### src/rtl/gat_pkg.sv
`default_nettype none

package gat_pkg;

  // one WH row holds four projected features
  localparam int num_feature_out = 4;
  localparam int wh_data_width   = 8;

  // attention coefficient is unsigned Q0.8
  localparam int alpha_width = 8;

  // neighbor count field of the first row in a group
  localparam int num_node_width = 6;

  // features, neighbor count, source flag
  localparam int wh_width = num_feature_out * wh_data_width + num_node_width + 1;

  localparam int wh_addr_w      = 8;
  localparam int feature_addr_w = 8;

  // 16-bit product plus headroom for up to 63 neighbors
  localparam int acc_width = 23;

  // drops the Q0.8 fraction of the coefficient
  localparam int alpha_frac = 8;

  // finished vectors that may wait for the feature memory
  localparam int pend_depth = 3;

  typedef logic signed [num_feature_out-1:0][wh_data_width-1:0] feature_vec_t;

  // src_flag sits in the lowest bit of the memory word
  typedef struct packed {
    feature_vec_t              feat;
    logic [num_node_width-1:0] num_nodes;
    logic                      src_flag;
  } wh_row_t;

endpackage

`default_nettype wire

### src/rtl/wh_stream_if.sv
`timescale 1ns/10ps
`default_nettype none

interface wh_stream_if import gat_pkg::*; ();

  logic         valid;
  feature_vec_t feat;
  // first row of a group, carries the source flag
  logic         first;
  // row that closes the group
  logic         last;

  modport src (
    output valid, feat, first, last
  );

  modport dst (
    input valid, feat, first, last
  );

endinterface

`default_nettype wire

### src/rtl/wh_fetch.sv
`timescale 1ns/10ps
`default_nettype none

module wh_fetch import gat_pkg::*; (
  input  logic                 clk,
  input  logic                 rst_n,
  input  logic                 pop,
  output logic [wh_addr_w-1:0] wh_addr,
  input  logic [wh_width-1:0]  wh_rd_data,
  wh_stream_if.src             row
);

  logic [wh_addr_w-1:0]      addr_q;
  logic                      rd_valid_q;
  wh_row_t                   rd_row;
  logic [num_node_width-1:0] remain_q;
  logic [num_node_width-1:0] remain_next;

  // address of the row being read in the pop cycle
  assign wh_addr = addr_q;

  always_ff @(posedge clk or negedge rst_n) begin
    if (!rst_n) begin
      addr_q <= '0;
    end else if (pop) begin
      addr_q <= addr_q + 1'b1;
    end
  end

  // memory answers one cycle after the address
  always_ff @(posedge clk or negedge rst_n) begin
    if (!rst_n) begin
      rd_valid_q <= 1'b0;
    end else begin
      rd_valid_q <= pop;
    end
  end

  assign rd_row = wh_rd_data;

  // rows still to come in this group once the current one is taken
  always_comb begin
    if (rd_row.src_flag) begin
      remain_next = rd_row.num_nodes - 1'b1;
    end else begin
      remain_next = remain_q - 1'b1;
    end
  end

  always_ff @(posedge clk or negedge rst_n) begin
    if (!rst_n) begin
      remain_q <= '0;
    end else if (rd_valid_q) begin
      remain_q <= remain_next;
    end
  end

  assign row.valid = rd_valid_q;
  assign row.feat  = rd_row.feat;
  assign row.first = rd_valid_q && rd_row.src_flag;
  // a group of one is first and last at once
  assign row.last  = rd_valid_q && (remain_next == '0);

endmodule

`default_nettype wire

### src/rtl/alpha_fetch.sv
`timescale 1ns/10ps
`default_nettype none

module alpha_fetch import gat_pkg::*; (
  input  logic                   clk,
  input  logic                   rst_n,
  input  logic                   stall,
  input  logic                   alpha_empty,
  input  logic [alpha_width-1:0] alpha_dout,
  output logic                   alpha_rd,
  output logic                   pop,
  output logic                   alpha_valid,
  output logic [alpha_width-1:0] alpha
);

  logic run_q;

  // reads start the cycle after reset releases
  always_ff @(posedge clk or negedge rst_n) begin
    if (!rst_n) begin
      run_q <= 1'b0;
    end else begin
      run_q <= 1'b1;
    end
  end

  // FWFT data is valid whenever the FIFO is not empty
  assign alpha_rd = run_q && !alpha_empty && !stall;

  // each coefficient pop also advances the WH row
  assign pop = alpha_rd;

  always_ff @(posedge clk or negedge rst_n) begin
    if (!rst_n) begin
      alpha_valid <= 1'b0;
    end else begin
      alpha_valid <= alpha_rd;
    end
  end

  // held one cycle so it meets the WH row
  always_ff @(posedge clk) begin
    if (alpha_rd) begin
      alpha <= alpha_dout;
    end
  end

endmodule

`default_nettype wire

### src/rtl/neighbor_mac.sv
`timescale 1ns/10ps
`default_nettype none

module neighbor_mac import gat_pkg::*; (
  input  logic                   clk,
  input  logic                   rst_n,
  wh_stream_if.dst               row,
  input  logic                   alpha_valid,
  input  logic [alpha_width-1:0] alpha,
  output logic                   vec_valid,
  output feature_vec_t           vec
);

  logic                        mac_en;
  logic signed [acc_width-1:0] product  [num_feature_out];
  logic signed [acc_width-1:0] acc_next [num_feature_out];
  logic signed [acc_width-1:0] acc_q    [num_feature_out];

  // scale back to integer, then clip to 0..127
  function automatic logic [wh_data_width-1:0] clip_feature(
    input logic signed [acc_width-1:0] sum
  );
    logic signed [acc_width-1:0] scaled;
    scaled = sum >>> alpha_frac;
    if (scaled < 0) begin
      clip_feature = '0;
    end else if (scaled > (2 ** (wh_data_width - 1)) - 1) begin
      clip_feature = wh_data_width'((2 ** (wh_data_width - 1)) - 1);
    end else begin
      clip_feature = scaled[wh_data_width-1:0];
    end
  endfunction

  assign mac_en = row.valid && alpha_valid;

  // signed feature times unsigned coefficient, one multiplier per lane
  always_comb begin
    for (int i = 0; i < num_feature_out; i++) begin
      product[i] = $signed(row.feat[i]) * $signed({1'b0, alpha});
    end
  end

  // the first row of a group restarts the sum
  always_comb begin
    for (int i = 0; i < num_feature_out; i++) begin
      if (row.first) begin
        acc_next[i] = product[i];
      end else begin
        acc_next[i] = acc_q[i] + product[i];
      end
    end
  end

  always_ff @(posedge clk) begin
    if (mac_en) begin
      for (int i = 0; i < num_feature_out; i++) begin
        acc_q[i] <= acc_next[i];
      end
    end
  end

  // vector leaves one cycle after the last row of the group
  always_ff @(posedge clk) begin
    if (mac_en && row.last) begin
      for (int i = 0; i < num_feature_out; i++) begin
        vec[i] <= clip_feature(acc_next[i]);
      end
    end
  end

  always_ff @(posedge clk or negedge rst_n) begin
    if (!rst_n) begin
      vec_valid <= 1'b0;
    end else begin
      vec_valid <= mac_en && row.last;
    end
  end

endmodule

`default_nettype wire

### src/rtl/feature_writer.sv
`timescale 1ns/10ps
`default_nettype none

module feature_writer import gat_pkg::*; (
  input  logic                      clk,
  input  logic                      rst_n,
  input  logic                      vec_valid,
  input  feature_vec_t              vec,
  output logic                      stall,
  output logic                      idle,
  output logic [feature_addr_w-1:0] feature_addr,
  output logic [wh_data_width-1:0]  feature_din,
  output logic                      feature_ena
);

  feature_vec_t                         queue_q [pend_depth];
  logic [$clog2(pend_depth)-1:0]        wr_ptr_q;
  logic [$clog2(pend_depth)-1:0]        rd_ptr_q;
  logic [$clog2(pend_depth+1)-1:0]      count_q;
  logic [$clog2(num_feature_out)-1:0]   word_q;
  logic [feature_addr_w-1:0]            addr_q;
  logic                                 busy;
  logic                                 last_word;

  // the head vector is written while anything is queued
  assign busy      = (count_q != '0);
  assign last_word = busy && (word_q == num_feature_out - 1);

  always_ff @(posedge clk) begin
    if (vec_valid) begin
      queue_q[wr_ptr_q] <= vec;
    end
  end

  always_ff @(posedge clk or negedge rst_n) begin
    if (!rst_n) begin
      wr_ptr_q <= '0;
      rd_ptr_q <= '0;
      count_q  <= '0;
    end else begin
      if (vec_valid) begin
        wr_ptr_q <= (wr_ptr_q == pend_depth - 1) ? '0 : wr_ptr_q + 1'b1;
      end
      // head retires with its last word
      if (last_word) begin
        rd_ptr_q <= (rd_ptr_q == pend_depth - 1) ? '0 : rd_ptr_q + 1'b1;
      end
      case ({vec_valid, last_word})
        2'b10:   count_q <= count_q + 1'b1;
        2'b01:   count_q <= count_q - 1'b1;
        default: count_q <= count_q;
      endcase
    end
  end

  // lane 0 goes out first and the address keeps running across vectors
  always_ff @(posedge clk or negedge rst_n) begin
    if (!rst_n) begin
      word_q <= '0;
      addr_q <= '0;
    end else if (busy) begin
      word_q <= last_word ? '0 : word_q + 1'b1;
      addr_q <= addr_q + 1'b1;
    end
  end

  assign feature_addr = addr_q;
  assign feature_din  = queue_q[rd_ptr_q][word_q];
  assign feature_ena  = busy;

  // holds coefficient pops while results wait
  assign stall = busy;
  assign idle  = (count_q == '0) && (word_q == '0);

endmodule

`default_nettype wire

### src/rtl/gat_aggregator.sv
`timescale 1ns/10ps
`default_nettype none

module gat_aggregator import gat_pkg::*; (
  input  logic                      clk,
  input  logic                      rst_n,

  // WH memory, synchronous read
  output logic [wh_addr_w-1:0]      wh_addr,
  input  logic [wh_width-1:0]       wh_rd_data,

  // coefficient FIFO, first word fall through
  input  logic [alpha_width-1:0]    alpha_dout,
  input  logic                      alpha_empty,
  output logic                      alpha_rd,

  // feature memory write port
  output logic [feature_addr_w-1:0] feature_addr,
  output logic [wh_data_width-1:0]  feature_din,
  output logic                      feature_ena,

  output logic                      idle
);

  logic                   pop;
  logic                   alpha_valid;
  logic [alpha_width-1:0] alpha;
  logic                   vec_valid;
  feature_vec_t           vec;
  logic                   stall;

  wh_stream_if row_if ();

  wh_fetch wh_fetch_i (
    .clk        (clk),
    .rst_n      (rst_n),
    .pop        (pop),
    .wh_addr    (wh_addr),
    .wh_rd_data (wh_rd_data),
    .row        (row_if.src)
  );

  alpha_fetch alpha_fetch_i (
    .clk         (clk),
    .rst_n       (rst_n),
    .stall       (stall),
    .alpha_empty (alpha_empty),
    .alpha_dout  (alpha_dout),
    .alpha_rd    (alpha_rd),
    .pop         (pop),
    .alpha_valid (alpha_valid),
    .alpha       (alpha)
  );

  neighbor_mac neighbor_mac_i (
    .clk         (clk),
    .rst_n       (rst_n),
    .row         (row_if.dst),
    .alpha_valid (alpha_valid),
    .alpha       (alpha),
    .vec_valid   (vec_valid),
    .vec         (vec)
  );

  feature_writer feature_writer_i (
    .clk          (clk),
    .rst_n        (rst_n),
    .vec_valid    (vec_valid),
    .vec          (vec),
    .stall        (stall),
    .idle         (idle),
    .feature_addr (feature_addr),
    .feature_din  (feature_din),
    .feature_ena  (feature_ena)
  );

endmodule

`default_nettype wire

### config.mk
export PLATFORM = sky130hd
export DESIGN_NAME = gat_aggregator
export DESIGN_NICKNAME = d
export VERILOG_FILES = /design/src/rtl/gat_pkg.sv /design/src/rtl/wh_stream_if.sv /design/src/rtl/wh_fetch.sv /design/src/rtl/alpha_fetch.sv /design/src/rtl/neighbor_mac.sv /design/src/rtl/feature_writer.sv /design/src/rtl/gat_aggregator.sv
export SDC_FILE = /design/constraint.sdc
export NUM_CORES = 1
export LEC_CHECK = 0
export BUFFER_PORTS_ARGS = -buffer_cell sky130_fd_sc_hd__buf_2
export CAP_MARGIN = 20
export CORE_MARGIN = 2
export CORE_UTILIZATION = 29
export CTS_CLUSTER_DIAMETER = 80
export CTS_CLUSTER_SIZE = 24
export DETAILED_ROUTE_END_ITERATION = 8
export GPL_ROUTABILITY_DRIVEN = 1
export PLACE_DENSITY = 0.45
export RECOVER_POWER = 25
export SETUP_SLACK_MARGIN = 0.1
export SYNTH_ARGS = -nofsm -noshare
export SYNTH_HDL_FRONTEND = slang
export SYNTH_HIERARCHICAL = 1
export SYNTH_SLANG_ARGS = --single-unit
### constraint.sdc
create_clock -name clk -period 6.75 [get_ports clk]
set_input_delay 1.0125 -clock clk [delete_from_list [all_inputs] [get_ports clk]]
set_output_delay 1.0125 -clock clk [all_outputs]
set_load 0.1 [all_outputs]
==> summary.md, run 1 <==
The run finished, with violations left. The final reports fail on capacitance limit, slew limit, setup timing. The run gives 83400 um2 as the total core area. For the pin with the worst max-slew slack, the measured transition is 1.98 ns. Yosys printed 6 warnings. The number of nets in the finished design was 3345.

In the synthesized netlist the dominant register cell turns out to be edfxtp_1. In the layout the commonest cells are buf_4, inv_1, ha_1. After detailed routing, the number of vias per cell comes to 4.61. For the starting density of the core, the log shows 29.2%. The final estimated routing congestion in global placement came out at 0.827. The tools report the count of endpoints failing hold in the final timing report as 0.

The number of different library cells in the post-synthesis netlist was 88; the detailed placer's ending HPWL was 48.0 mm. The tree is rooted in a clkbuf_16. After layout, the design draws a total of 14100 uW.

The synthesized netlist occupies a cell area of 24300 um2. Overall die area: 86300 um2. The synthesis-to-finish area growth came out at 28.7%. STA classifies the critical path endpoint as a flop.

After clock tree synthesis, the clock-pin slew on the worst setup and hold paths is 0.09 ns. Measured along the y axis, the die boundary spans 294 um. For the worst-skew pair later-pin latency, the log shows 0.61 ns. In this run the critical register-to-register path is launched from alpha_fetch_i/alpha[3]. Data arrives at the worst endpoint at 7.09 ns. The tools report the highest ir drop seen on vdd as 0.000298 V. Wires add up to 61.6 mm. The run gives 3 as the clock tree buffer depth. Setup repair after global routing could not meet its margin everywhere. The headroom to the max-slew limit was -32.2%. After synthesis, flip-flops and latches occupy 31.6% of the total area.

For the global-route congestion overflow total, the log shows 0. The most common library cell in the layout ignoring fill and taps is buf_4. The run gives 262 as the clock sink count. TritonCTS built the clock tree. The portion of the clock cycle consumed by the worst path in the final layout was 100%; the final standard cell utilization of the core was 37.6%. The cell count after synthesis is 2438, and the width of the die is 294 um.

Detailed-route via count: 18309. The number of detailed-route iterations in the first pass is 6, and the final standard cell area without fillers is 31300 um2. The fraction of layout cells with a size suffix above 1 works out to 27.6%. The fraction of synthesis flops using an asynchronous set or reset pin is 13.0%. For the detailed-route DRC error count, the log shows 0.

The logs give -0.00575 ns for the setup slack of the critical path after layout and 0 for the number of antenna repair diodes. Number of flops mapped to enable cells by yosys: 228. The minimum clock period after layout is 6.76 ns, and the pin count of the biggest net entering global routing is 72. Power spread over the standard cell area amounts to 450 nW/um2.

The count of buffers added on input and output ports is 76. The worst register-to-register path has a setup slack of -0.006 ns. The synthesized design contains 262 register bits. Yosys attributes the largest share of cell area to edfxtp_1, ha_1, fa_1. The tools report the setup violation total in the final timing report as 1. For the total count of max-transition violations in the final report, the log shows 35.

The tools report the startpoint of the lowest-slack hold path as neighbor_mac_i/vec[17]. For the final database, setup skew stands at 0.0478 ns. Total routing resource utilization after global routing: 14.2%. For the worst setup path, the data required time is 7.09 ns. Of all nets on the critical path, the largest fanout is 7. The run gives 1 as the count of maximum capacitance violations. The worst setup path is of the reg2reg kind. The clock buffer count from CTS was 28; the final-layout fill cell count was 8289. The count of routing violations after the opening detailed-route iteration is 710, and the fmax is 148 MHz. The number of placed cells counting well taps is 3883. The placed instances occupy a cell area of 28900 um2. Average instance area after synthesis: 9.99 um2.

The run gives 1 as the H-tree depth. The worst setup path startpoint is alpha_fetch_i/alpha[3]. The run gives 0 as the number of antenna violations at the first check in global routing.

Dividing the detail-routed wire length by the instance count gives 15.5 um. The number of antenna-violating nets in the routed design was 0; the pre-CTS worst setup slack was -0.744 ns. The global-route wire length before repair came out at 100 mm. The path class of the tightest hold or removal check is reg2reg. In this run the biggest area consumer among cell types represents 28.1% of the synthesized area. The via count of the first global-routing pass was 18791; the boundary pin count was 77.

Number of cell rows: 106. The sort of element at the start of the critical path is a flop. The finished layout holds 3972 standard cells, fillers aside.

The static power due to leakage is 0.0139 uW. Cell type with the largest total area after synthesis: edfxtp_1.
==> final cells by class <==
cell class                      instances  area, um2  area share, %
Tap cell                             1080       1350           4.31
Timing Repair Buffer                  497       3760           12.0
Multi-Input combinational cell       1787      16300           52.0
Clock buffer                           29        704           2.25
Clock inverter                         23        410           1.31
Sequential cell                       262       7700           24.6
Inverter                              294       1110           3.55
==> synthesized netlist by cell type (all sizes together), types with 4 or more instances <==
library cell  instances
o31ai                 4
edfxtp              228
nand4                23
a21o                 45
nor4                 10
a22o                  5
a21oi               149
buf                  49
mux4                 13
nor2b                14
nand3b                5
a2111oi               4
o21a                 13
nand3                31
o21ai               125
mux2i                35
ha                  273
mux2                 23
fa                  152
a31oi                26
nor2                105
nor3                 28
o31a                  9
clkbuf               49
or2                  14
xor2                 62
dfrtp                34
nand2               212
o22ai                 6
a21boi                4
and3                 14
o21bai               22
o211ai                7
xnor2                69
and2                175
nor3b                 8
or3                   5
a41oi                 5
nand2b               23
inv                 292
a211oi               20
==> timing repair <==
item                       4_1_cts  5_1_grt
cloned                           1        0
pin swaps                       40       67
buffers inserted                12       24
resized for setup               67      130
setup endpoints to repair       30       37
hold buffers                     0        0
==> state kept, by name, summed over array words and instances, names as in the netlist, 2 cells and up <==
register                       count
wh_fetch_i/remain_q                6
alpha_fetch_i/alpha                8
feature_writer_i/count_q           2
wh_fetch_i/wh_addr                 8
neighbor_mac_i/vec                32
feature_writer_i/queue_q          96
feature_writer_i/wr_ptr_q          2
feature_writer_i/word_q            2
feature_writer_i/rd_ptr_q          2
feature_writer_i/feature_addr      8
neighbor_mac_i/acc_q              92
==> layer usage <==
metal | part of all wire [%] | GRT usage, %
met4 | 2.0 | 3.21
met1 | 51 | 20.4
met2 | 45 | 23.1
met3 | 2.8 | 1.52
met5 | 0 | 0
==> final timing paths <==
path | endpoint | depth (start not counted)
min reg2reg | feature_writer_i/queue_q[2][17] | 0
min | feature_writer_i/queue_q[2][17] | 0
max reg2reg | neighbor_mac_i/vec[12] | 26
min in group asynchronous | feature_writer_i/feature_addr[3] | 1
max in group asynchronous | alpha_fetch_i/run_q | 1
max | neighbor_mac_i/vec[12] | 26
==> cells by family (layout without fill, tap and decap cells) <==
logic type | Yosys count | after routing | synth area share [%]
compound gates | 475 | 475 | 12.2
xor+xnor | 131 | 131 | 4.71
fa+ha+maj | 425 | 425 | 26.5
buf+inv | 392 | 843 | 6.75
flops | 262 | 262 | 31.6
mux | 71 | 71 | 3.80
other cells | 2 | 5 | 0.0308
simple gates | 680 | 680 | 14.3
==> critical path, stage by stage (launching register included) <==
cell	delay, ns
edfxtp_1	0.43
buf_12	0.17
and2_4	0.14
fa_1	0.51
fa_1	0.51
fa_1	0.50
inv_1	0.05
fa_1	0.49
inv_2	0.05
ha_4	0.27
o211a_1	0.16
o21ai_2	0.07
a32o_2	0.28
inv_2	0.05
a21oi_2	0.04
o21bai_1	0.17
xor2_1	0.22
ha_1	0.31
and4_4	0.19
a221oi_4	0.31
nand2_1	0.10
xor2_1	0.17
mux2_4	0.26
or4b_4	0.53
nor4b_4	0.21
buf_4	0.18
a31oi_1	0.09
==> power breakdown <==
group          switching, uW  internal, uW
sequential              92.9          2110
clock                    906           912
combinational           5350          4710
total                   6350          7730
==> per-stage QoR <==
step / setup TNS [ns] / hold WS, ns
after floorplan: -2.12 / 0.440
after global placement: -17.02 / 0.446
after detailed placement: -18.97 / 0.453
after CTS: -0.321 / 0.452
after global routing: -4.38 / 0.477
final: -0.00575 / 0.455
No activity file was read; power rests on OpenSTA's default activity.
==> run 2: changes to the inputs <==
--- a/config.mk
+++ b/config.mk
@@ -13,7 +13,7 @@
 export CTS_CLUSTER_SIZE = 24
 export DETAILED_ROUTE_END_ITERATION = 8
 export GPL_ROUTABILITY_DRIVEN = 1
-export PLACE_DENSITY = 0.45
+export PLACE_DENSITY_LB_ADDON = 0.3
 export RECOVER_POWER = 25
 export SETUP_SLACK_MARGIN = 0.1
 export SYNTH_ARGS = -nofsm -noshare
==> run 2 against run 1 <==
The run ends with capacitance limit, slew limit left. Design area shrank 0.31%. Via count grew 1.7%. Sequential power is essentially flat. Non-clock buffer count grew 7. Routed wire length shrank 3.0%. Clock skew shrank 0.018 ns. Critical path depth grew 1. Global-route usage shrank 0.31 points. Critical endpoint unchanged. Largest cell class unchanged.
==> summary.md, run 2 (synthesis gave the netlist of run 1 again) <==
The headroom to the max-slew limit was -27.9%; the flip-flop count of the largest register, all copies and words added was 96. Detailed-route via count: 18617. At the later pin of the worst-skew pair, clock insertion delay measures 0.60 ns. The tools report the startpoint of the lowest-slack register-to-register path as alpha_fetch_i/alpha[0].

After detailed routing, the total wire length is 59.7 mm. The logs give 1 for the count of maximum capacitance violations and 0 for the count of endpoints failing hold in the final timing report. The floorplan step set the die height to 294 um.

The clock buffer count from CTS is 25, and the setup slack of the most critical reg-to-reg path is 0.002 ns. The cell type of the slowest stage on the worst timing path is or4b_4. The detail route stage leaves a number of antenna-violating nets equal to 0. The flow ran to the end, but the final reports show violations. The final setup skew was 0.0295 ns; the non-filler instance count after layout was 3972.

The first global-routing pass estimated 98.5 mm of wire. The tools report the end point of the critical path as neighbor_mac_i/vec[12]. The number of antenna violations at the first check in global routing is 0, and the fmax is 148 MHz.

The H-tree depth was 1. The net count of the finished layout is 3349. For this design the top-level I/O count stands at 77. In this run the standard cell core region covers 83400 um2. Detailed placement finished with a half-perimeter wire length of 45.1 mm. The number of placed cells counting well taps was 3873.

The cell sitting at the root of the clock tree is a clkbuf_16. Prior to clock tree synthesis, the placed netlist has a worst setup slack of -0.647 ns. Power spread over the standard cell area amounts to 447 nW/um2.

The via count normalized by instance count works out to 4.69. Entering global routing, the biggest net connects 62 pins. Input and output buffers added on the ports amount to 76.

Required time of the critical path: 7.11 ns. The portion of the clock cycle consumed by the worst path in the final layout is 100%. Relative to the synthesized area, the layout overhead comes to 28.3%. On the worst path, the slowest cell contributes a delay of 0.55 ns. The run gives 86300 um2 as the overall die area. The largest registers in the layout are feature_writer_i/queue_q x96, neighbor_mac_i/acc_q x92, neighbor_mac_i/vec x32. For the via count of the first global-routing pass, the log shows 19405. The tools report the worst setup path startpoint as alpha_fetch_i/alpha[0].

STA classifies the critical path endpoint as a flop. For the hold slack, the log shows 0.470 ns. Routability-driven placement finished with a final weighted congestion of 0.823. Data arrives at the worst endpoint at 7.10 ns. The tools report the starting density of the core as 29.2%. The highest ir drop seen on vdd is 0.000328 V, and the depth of the critical timing path with buffers and inverters included is 27.

The run gives 0 as the setup violation total in the final timing report. The worst register-to-register path ends at neighbor_mac_i/vec[12]. The final standard cell area without fillers was 31200 um2; the maximum fanout count along the critical path was 7. Row generation in the floorplan step produced 106 rows. After layout, the design draws a total of 14000 uW. Summing all placed instances gives a cell area of 28900 um2. The total count of max-transition violations in the final report is 35.

Setup slack of the critical path after layout: 0.00169 ns. The total routing resource utilization after global routing was 13.9%. The tools report the clock tree buffer depth as 3. The tightest min-delay check is of the reg2reg type.

The worst setup path is of the reg2reg kind. In this run the static leakage power is 0.0139 uW. For the worst flop-to-flop path, the logic depth is 27. TritonCTS built the clock tree. The width of the die is 294 um. The transition at the pin with the smallest max-transition slack is 1.92 ns, and the clock edge transition at the registers on the reported setup and hold paths is 0.09 ns. The tools report the clock sink count as 262. The worst setup path is launched from a flop. The family with the most delay on the worst path was adder cells. In the layout the commonest cells are buf_4, inv_1, ha_1.

In the final routed layout, each cell accounts on average for 15.0 um. The tools report the number of detailed-route iterations in the first pass as 4. The most common library cell in the layout ignoring fill and taps is buf_4. The fraction of layout cells with a size suffix above 1 was 28.2%. The run gives 746 as the count of routing violations after the opening detailed-route iteration. The detailed-route DRC error count came out at 0. Setup repair after global routing could not meet its margin everywhere. For the global-route congestion overflow total, the log shows 0. Ranked by flip-flop count, first place goes to feature_writer_i/queue_q. The checks that failed: capacitance limit, slew limit.

The critical path contains buffers and inverters numbering 6 combined. The clock period could shrink to 6.75 ns.
[run 2: changes by cell type in the layout (fill, tap and decap cells not counted), moves of 4 or more]
cell and delta:
inv_16 -4, o21ai_2 +5, inv_2 +7, nor2_1 -6
nor2_2 +5, inv_1 -6, inv_12 +6, buf_6 +5
o21ai_1 -6
[run 2: layer usage]
metal / global-route usage, % / wire length (um) / vias up
met4: 2.94 / 1070 / 0
met3: 1.37 / 1470 / 54
met5: 0 / 0 / -
met2: 25.5 / 29800 / 168
li1: - / - / 9289
met1: 17.7 / 27400 / 9106
[run 2: repair_timing]
item	CTS	global route
gates resized for setup	44	172
hold buffers	0	0
setup buffers	24	28
gates cloned	0	2
pin swaps	35	94
endpoints found under the setup margin	29	39
hold endpoints to repair	0	0
[run 2: how the worst min path moves through the flow]
stage                                       to  slack [ns]  cells past startpoint              startpoint
2_1_floorplan   feature_writer_i/queue_q[0][0]        0.44                      0   neighbor_mac_i/vec[0]
3_3_place_gp             wh_fetch_i/wh_addr[7]        0.45                      1   wh_fetch_i/wh_addr[7]
3_5_place_dp   feature_writer_i/queue_q[0][10]        0.46                      0  neighbor_mac_i/vec[10]
4_1_cts        feature_writer_i/queue_q[2][29]        0.47                      0  neighbor_mac_i/vec[29]
5_1_grt         feature_writer_i/queue_q[1][4]        0.49                      0   neighbor_mac_i/vec[4]
6_report                 wh_fetch_i/wh_addr[7]        0.47                      1   wh_fetch_i/wh_addr[7]
[run 2: layout make-up]
type                            instances  area, um2
Antenna cell                            1       2.50
Clock buffer                           25        626
Clock inverter                         19        308
Fill cell                            8309      52200
Inverter                              294       1110
Multi-Input combinational cell       1787      16300
Sequential cell                       262       7700
Tap cell                             1080       1350
Timing Repair Buffer                  504       3820
[run 2: worst register-to-register path, cell delays in order (launching register included)]
cell and delay [ns]:
edfxtp_1 0.45, buf_12 0.18, nand2b_4 0.14, fa_1 0.46
fa_1 0.51, inv_2 0.04, fa_1 0.49, inv_2 0.04
fa_1 0.48, inv_2 0.05, ha_4 0.26, o21ai_1 0.07
o21ai_1 0.16, a31oi_2 0.13, buf_4 0.15, o21ai_1 0.16
xor2_1 0.23, ha_1 0.31, a21oi_1 0.17, o21ai_1 0.12
a21oi_4 0.15, a21oi_2 0.08, or3_1 0.37, a31o_1 0.22
or4b_4 0.55, nor4b_4 0.27, buf_6 0.18, a31oi_4 0.07
[run 2: per-stage QoR]
| stage | TNS, ns | util (%) |
|---|---|---|
| floorplan | -2.12 | - |
| global placement | -16.76 | 34.6 |
| detailed placement | -17.23 | 34.6 |
| CTS | 0 | 36.2 |
| global route | -3.52 | 37.4 |
| finish | 0 | 37.4 |
[run 2: power by group]
group | leakage, uW | internal, uW | switching [uW] | total (uW)
Clock | 0.000446 | 774 | 847 | 1620
Sequential | 0.00251 | 2110 | 95.8 | 2210
Combinational | 0.0109 | 4860 | 5280 | 10100
Total | 0.0139 | 7750 | 6230 | 14000
==> run 3: changes to the inputs <==
--- a/config.mk
+++ b/config.mk
@@ -7,6 +7,8 @@
 export LEC_CHECK = 0
 export BUFFER_PORTS_ARGS = -buffer_cell sky130_fd_sc_hd__buf_2
 export CAP_MARGIN = 20
+export CELL_PAD_IN_SITES_DETAIL_PLACEMENT = 1
+export CELL_PAD_IN_SITES_GLOBAL_PLACEMENT = 1
 export CORE_MARGIN = 2
 export CORE_UTILIZATION = 29
 export CTS_CLUSTER_DIAMETER = 80
==> run 3 against run 2 <==
The run ends with capacitance limit, slew limit, setup timing left. Clock power increased by 8%. Critical endpoint is now neighbor_mac_i/vec[9]. Utilization increased by 0.66 points. Via count up 2.1%. Fmax down 2.3%. Non-clock buffer count grew 35. Worst hold slack worse by 0.0031 ns. Critical path depth is the same.
==> summary.md, run 3 (synthesis gave the netlist of run 1 again) <==
The first detailed-routing pass took 5 iterations. The run gives 0 as the detailed-route DRC error count. The flow ran to the end, but the final reports show violations. The filler cells instantiated in the layout total 9370. Using the TritonRoute via totals, the vias-per-cell ratio works out to 4.74. The clock drives 262 sinks. The run gives 21155 as the via count of the first global-routing pass. Worst min-delay path category: reg2reg. The H-tree depth is 1.

The routed design has 69.3 mm of wire. Once the floorplan was initialized, standard cells occupied 29.2% of the core. The checks that failed: capacitance limit, slew limit, setup timing. The number of antenna violations at the first check in global routing is 0. The overall die area is 86300 um2, and the minimum clock period after layout is 6.91 ns. The logs give 0 for the number of antenna-violating nets in the routed design and 618 for the count of routing violations after the opening detailed-route iteration. Number of cell rows: 106.

The power per standard cell area is 460 nW/um2, and the global-route wire length before repair is 112 mm. Setup repair after global routing could not meet its margin everywhere. The setup slack of the critical path after layout is -0.157 ns, and the instance count along the most critical hold path is 1. The headroom to the max-slew limit was -31.1%; the portion of the clock cycle consumed by the worst path in the final layout was 102%. The vertical die dimension came out at 294 um. Cells fill 38.1% of the core in the end. Together, buffers and inverters on the worst path number 7.

The flip-flop count of the largest register, all copies and words added works out to 96. The tools report the global-route congestion overflow total as 0. The worst register-to-register path begins at alpha_fetch_i/alpha[0].

The core region is 83400 um2. The startpoint of the lowest-slack hold path was feature_writer_i/feature_addr[7]. The worst-case IR drop observed on VDD is 0.000234 V. Terminating pin of the worst hold path: feature_writer_i/feature_addr[7]. STA puts the critical path data required time at 7.07 ns. The repair_antennas step left the layout with diodes totalling 0. The width of the die was 294 um; the fmax was 145 MHz. In the layout the commonest cells are buf_4, inv_1, ha_1.

The net count of the finished layout is 3385. The count of maximum capacitance violations is 1. Kind of end point of the critical path: a flop. The clock passes through at most 3 buffers.

For the pin count of the biggest net entering global routing, the log shows 73. From synthesis to final layout, the design area changed by 30.6%. The register containing the most flip-flops in the final layout was feature_writer_i/queue_q. Port buffering added 76 buffers. For this run, the slowest stage of the critical path takes 0.57 ns. For the pin with the worst max-slew slack, the measured transition is 1.97 ns. For this design, the slowest cell found on the critical path is fa_1. The logs give 4009 for the non-filler instance count after layout and -0.14 ns for the setup slack of the most critical reg-to-reg path. The detailed-route via count was 19005; the boundary pin count was 77. In the final layout, the share of cells above drive strength 1 is 29.4%.

The clock edge transition at the registers on the reported setup and hold paths was 0.08 ns; the arrival time of data at the critical path endpoint was 7.23 ns. The final estimated routing congestion in global placement is 0.815, and the maximum fanout count along the critical path is 7. In the final layout, the registers with the most flip-flops are feature_writer_i/queue_q x96, neighbor_mac_i/acc_q x92, neighbor_mac_i/vec x32. In this run the critical register-to-register path is captured at neighbor_mac_i/vec[9]. The setup violation total in the final timing report is 16, and the worst-skew pair later-pin latency is 0.63 ns. For the final setup skew, the log shows 0.0451 ns.

The run gives 53.6 mm as the detailed placer's ending HPWL. The critical path is of the in2reg type. Summed over all cells, the static leakage comes to 0.0141 uW.

Dividing the detail-routed wire length by the instance count gives 17.3 um. The most numerous cell type found on the critical path is fa_1. The tree is rooted in a clkbuf_16.

The run gives 35 as the total count of max-transition violations in the final report. The library cell used most frequently in the layout, excluding fill and tap cells, is buf_4. TritonCTS built the clock tree. The count of endpoints failing hold in the final timing report is 0.

The number of cells traversed by the worst register-to-register path came out at 27. The run gives 15.9% as the total routing resource utilization after global routing. The sort of element at the start of the critical path was a primary input. The clock buffer count from CTS was 26. The family with the most delay on the worst path was adder cells. The tools report the hold slack as 0.467 ns. In the final timing run, aggregate negative setup slack is -1.35 ns. Counting tap cells, the placed design contains a total of 3877 instances.
run 3: routing by layer:
metal	wire [um]	vias up	global-route usage, %
met1	33100	9459	21.4
met5	0	-	0
met3	1470	57	1.47
li1	-	9319	-
met4	1320	0	3.81
met2	33500	170	27.3
run 3: area by class of cell:
class	instances	area, um2	share of cell area (%)
clock buffer	27	654	2.06
clock inverter	20	402	1.26
inverter	294	1110	3.50
multi-input combinational	1787	16500	52.0
sequential	262	7700	24.2
tap	1080	1350	4.25
timing repair buffer	539	4060	12.8
run 3: worst max path at each step:
stage                           start                      to  slack (ns)  cells after the start
6_report               wh_rd_data[22]   neighbor_mac_i/vec[9]       -0.16                     27
4_1_cts        alpha_fetch_i/alpha[0]  neighbor_mac_i/vec[13]       -0.12                     27
2_1_floorplan          wh_rd_data[19]  neighbor_mac_i/vec[12]       -0.31                     25
3_3_place_gp           wh_rd_data[22]   neighbor_mac_i/vec[9]       -0.71                     28
5_1_grt        alpha_fetch_i/alpha[0]   neighbor_mac_i/vec[8]       -0.40                     27
3_5_place_dp           wh_rd_data[22]  neighbor_mac_i/vec[11]       -0.85                     28
run 3: power breakdown:
part,total [uW],internal [uW],switching (uW)
Sequential,2210,2120,96.0
Combinational,10700,4960,5700
Clock,1750,857,894
run 3: what timing repair did:
action,CTS,global route
pin swaps,79,72
gates resized for setup,116,133
setup buffers,50,36
endpoints found under the setup margin,32,42
hold buffers,0,0
run 3: stage by stage:
step	power (uW)	worst slack (ns)	cell area [um2]
global route	15800	-0.397	31800
global placement	11200	-0.709	28900
floorplan	7840	-0.311	24800
finish	14600	-0.157	31800
CTS	14000	-0.122	30900
detailed placement	11500	-0.852	28900
run 3: worst register-to-register path: cells and delay by family (launching register included):
family / cells / cell delay [ns]
simple gates: 5 / 1.24
xor+xnor: 2 / 0.47
mux: 1 / 0.26
flops: 1 / 0.42
buf+inv: 6 / 0.55
compound gates: 7 / 1.07
fa+ha+maj: 6 / 2.61
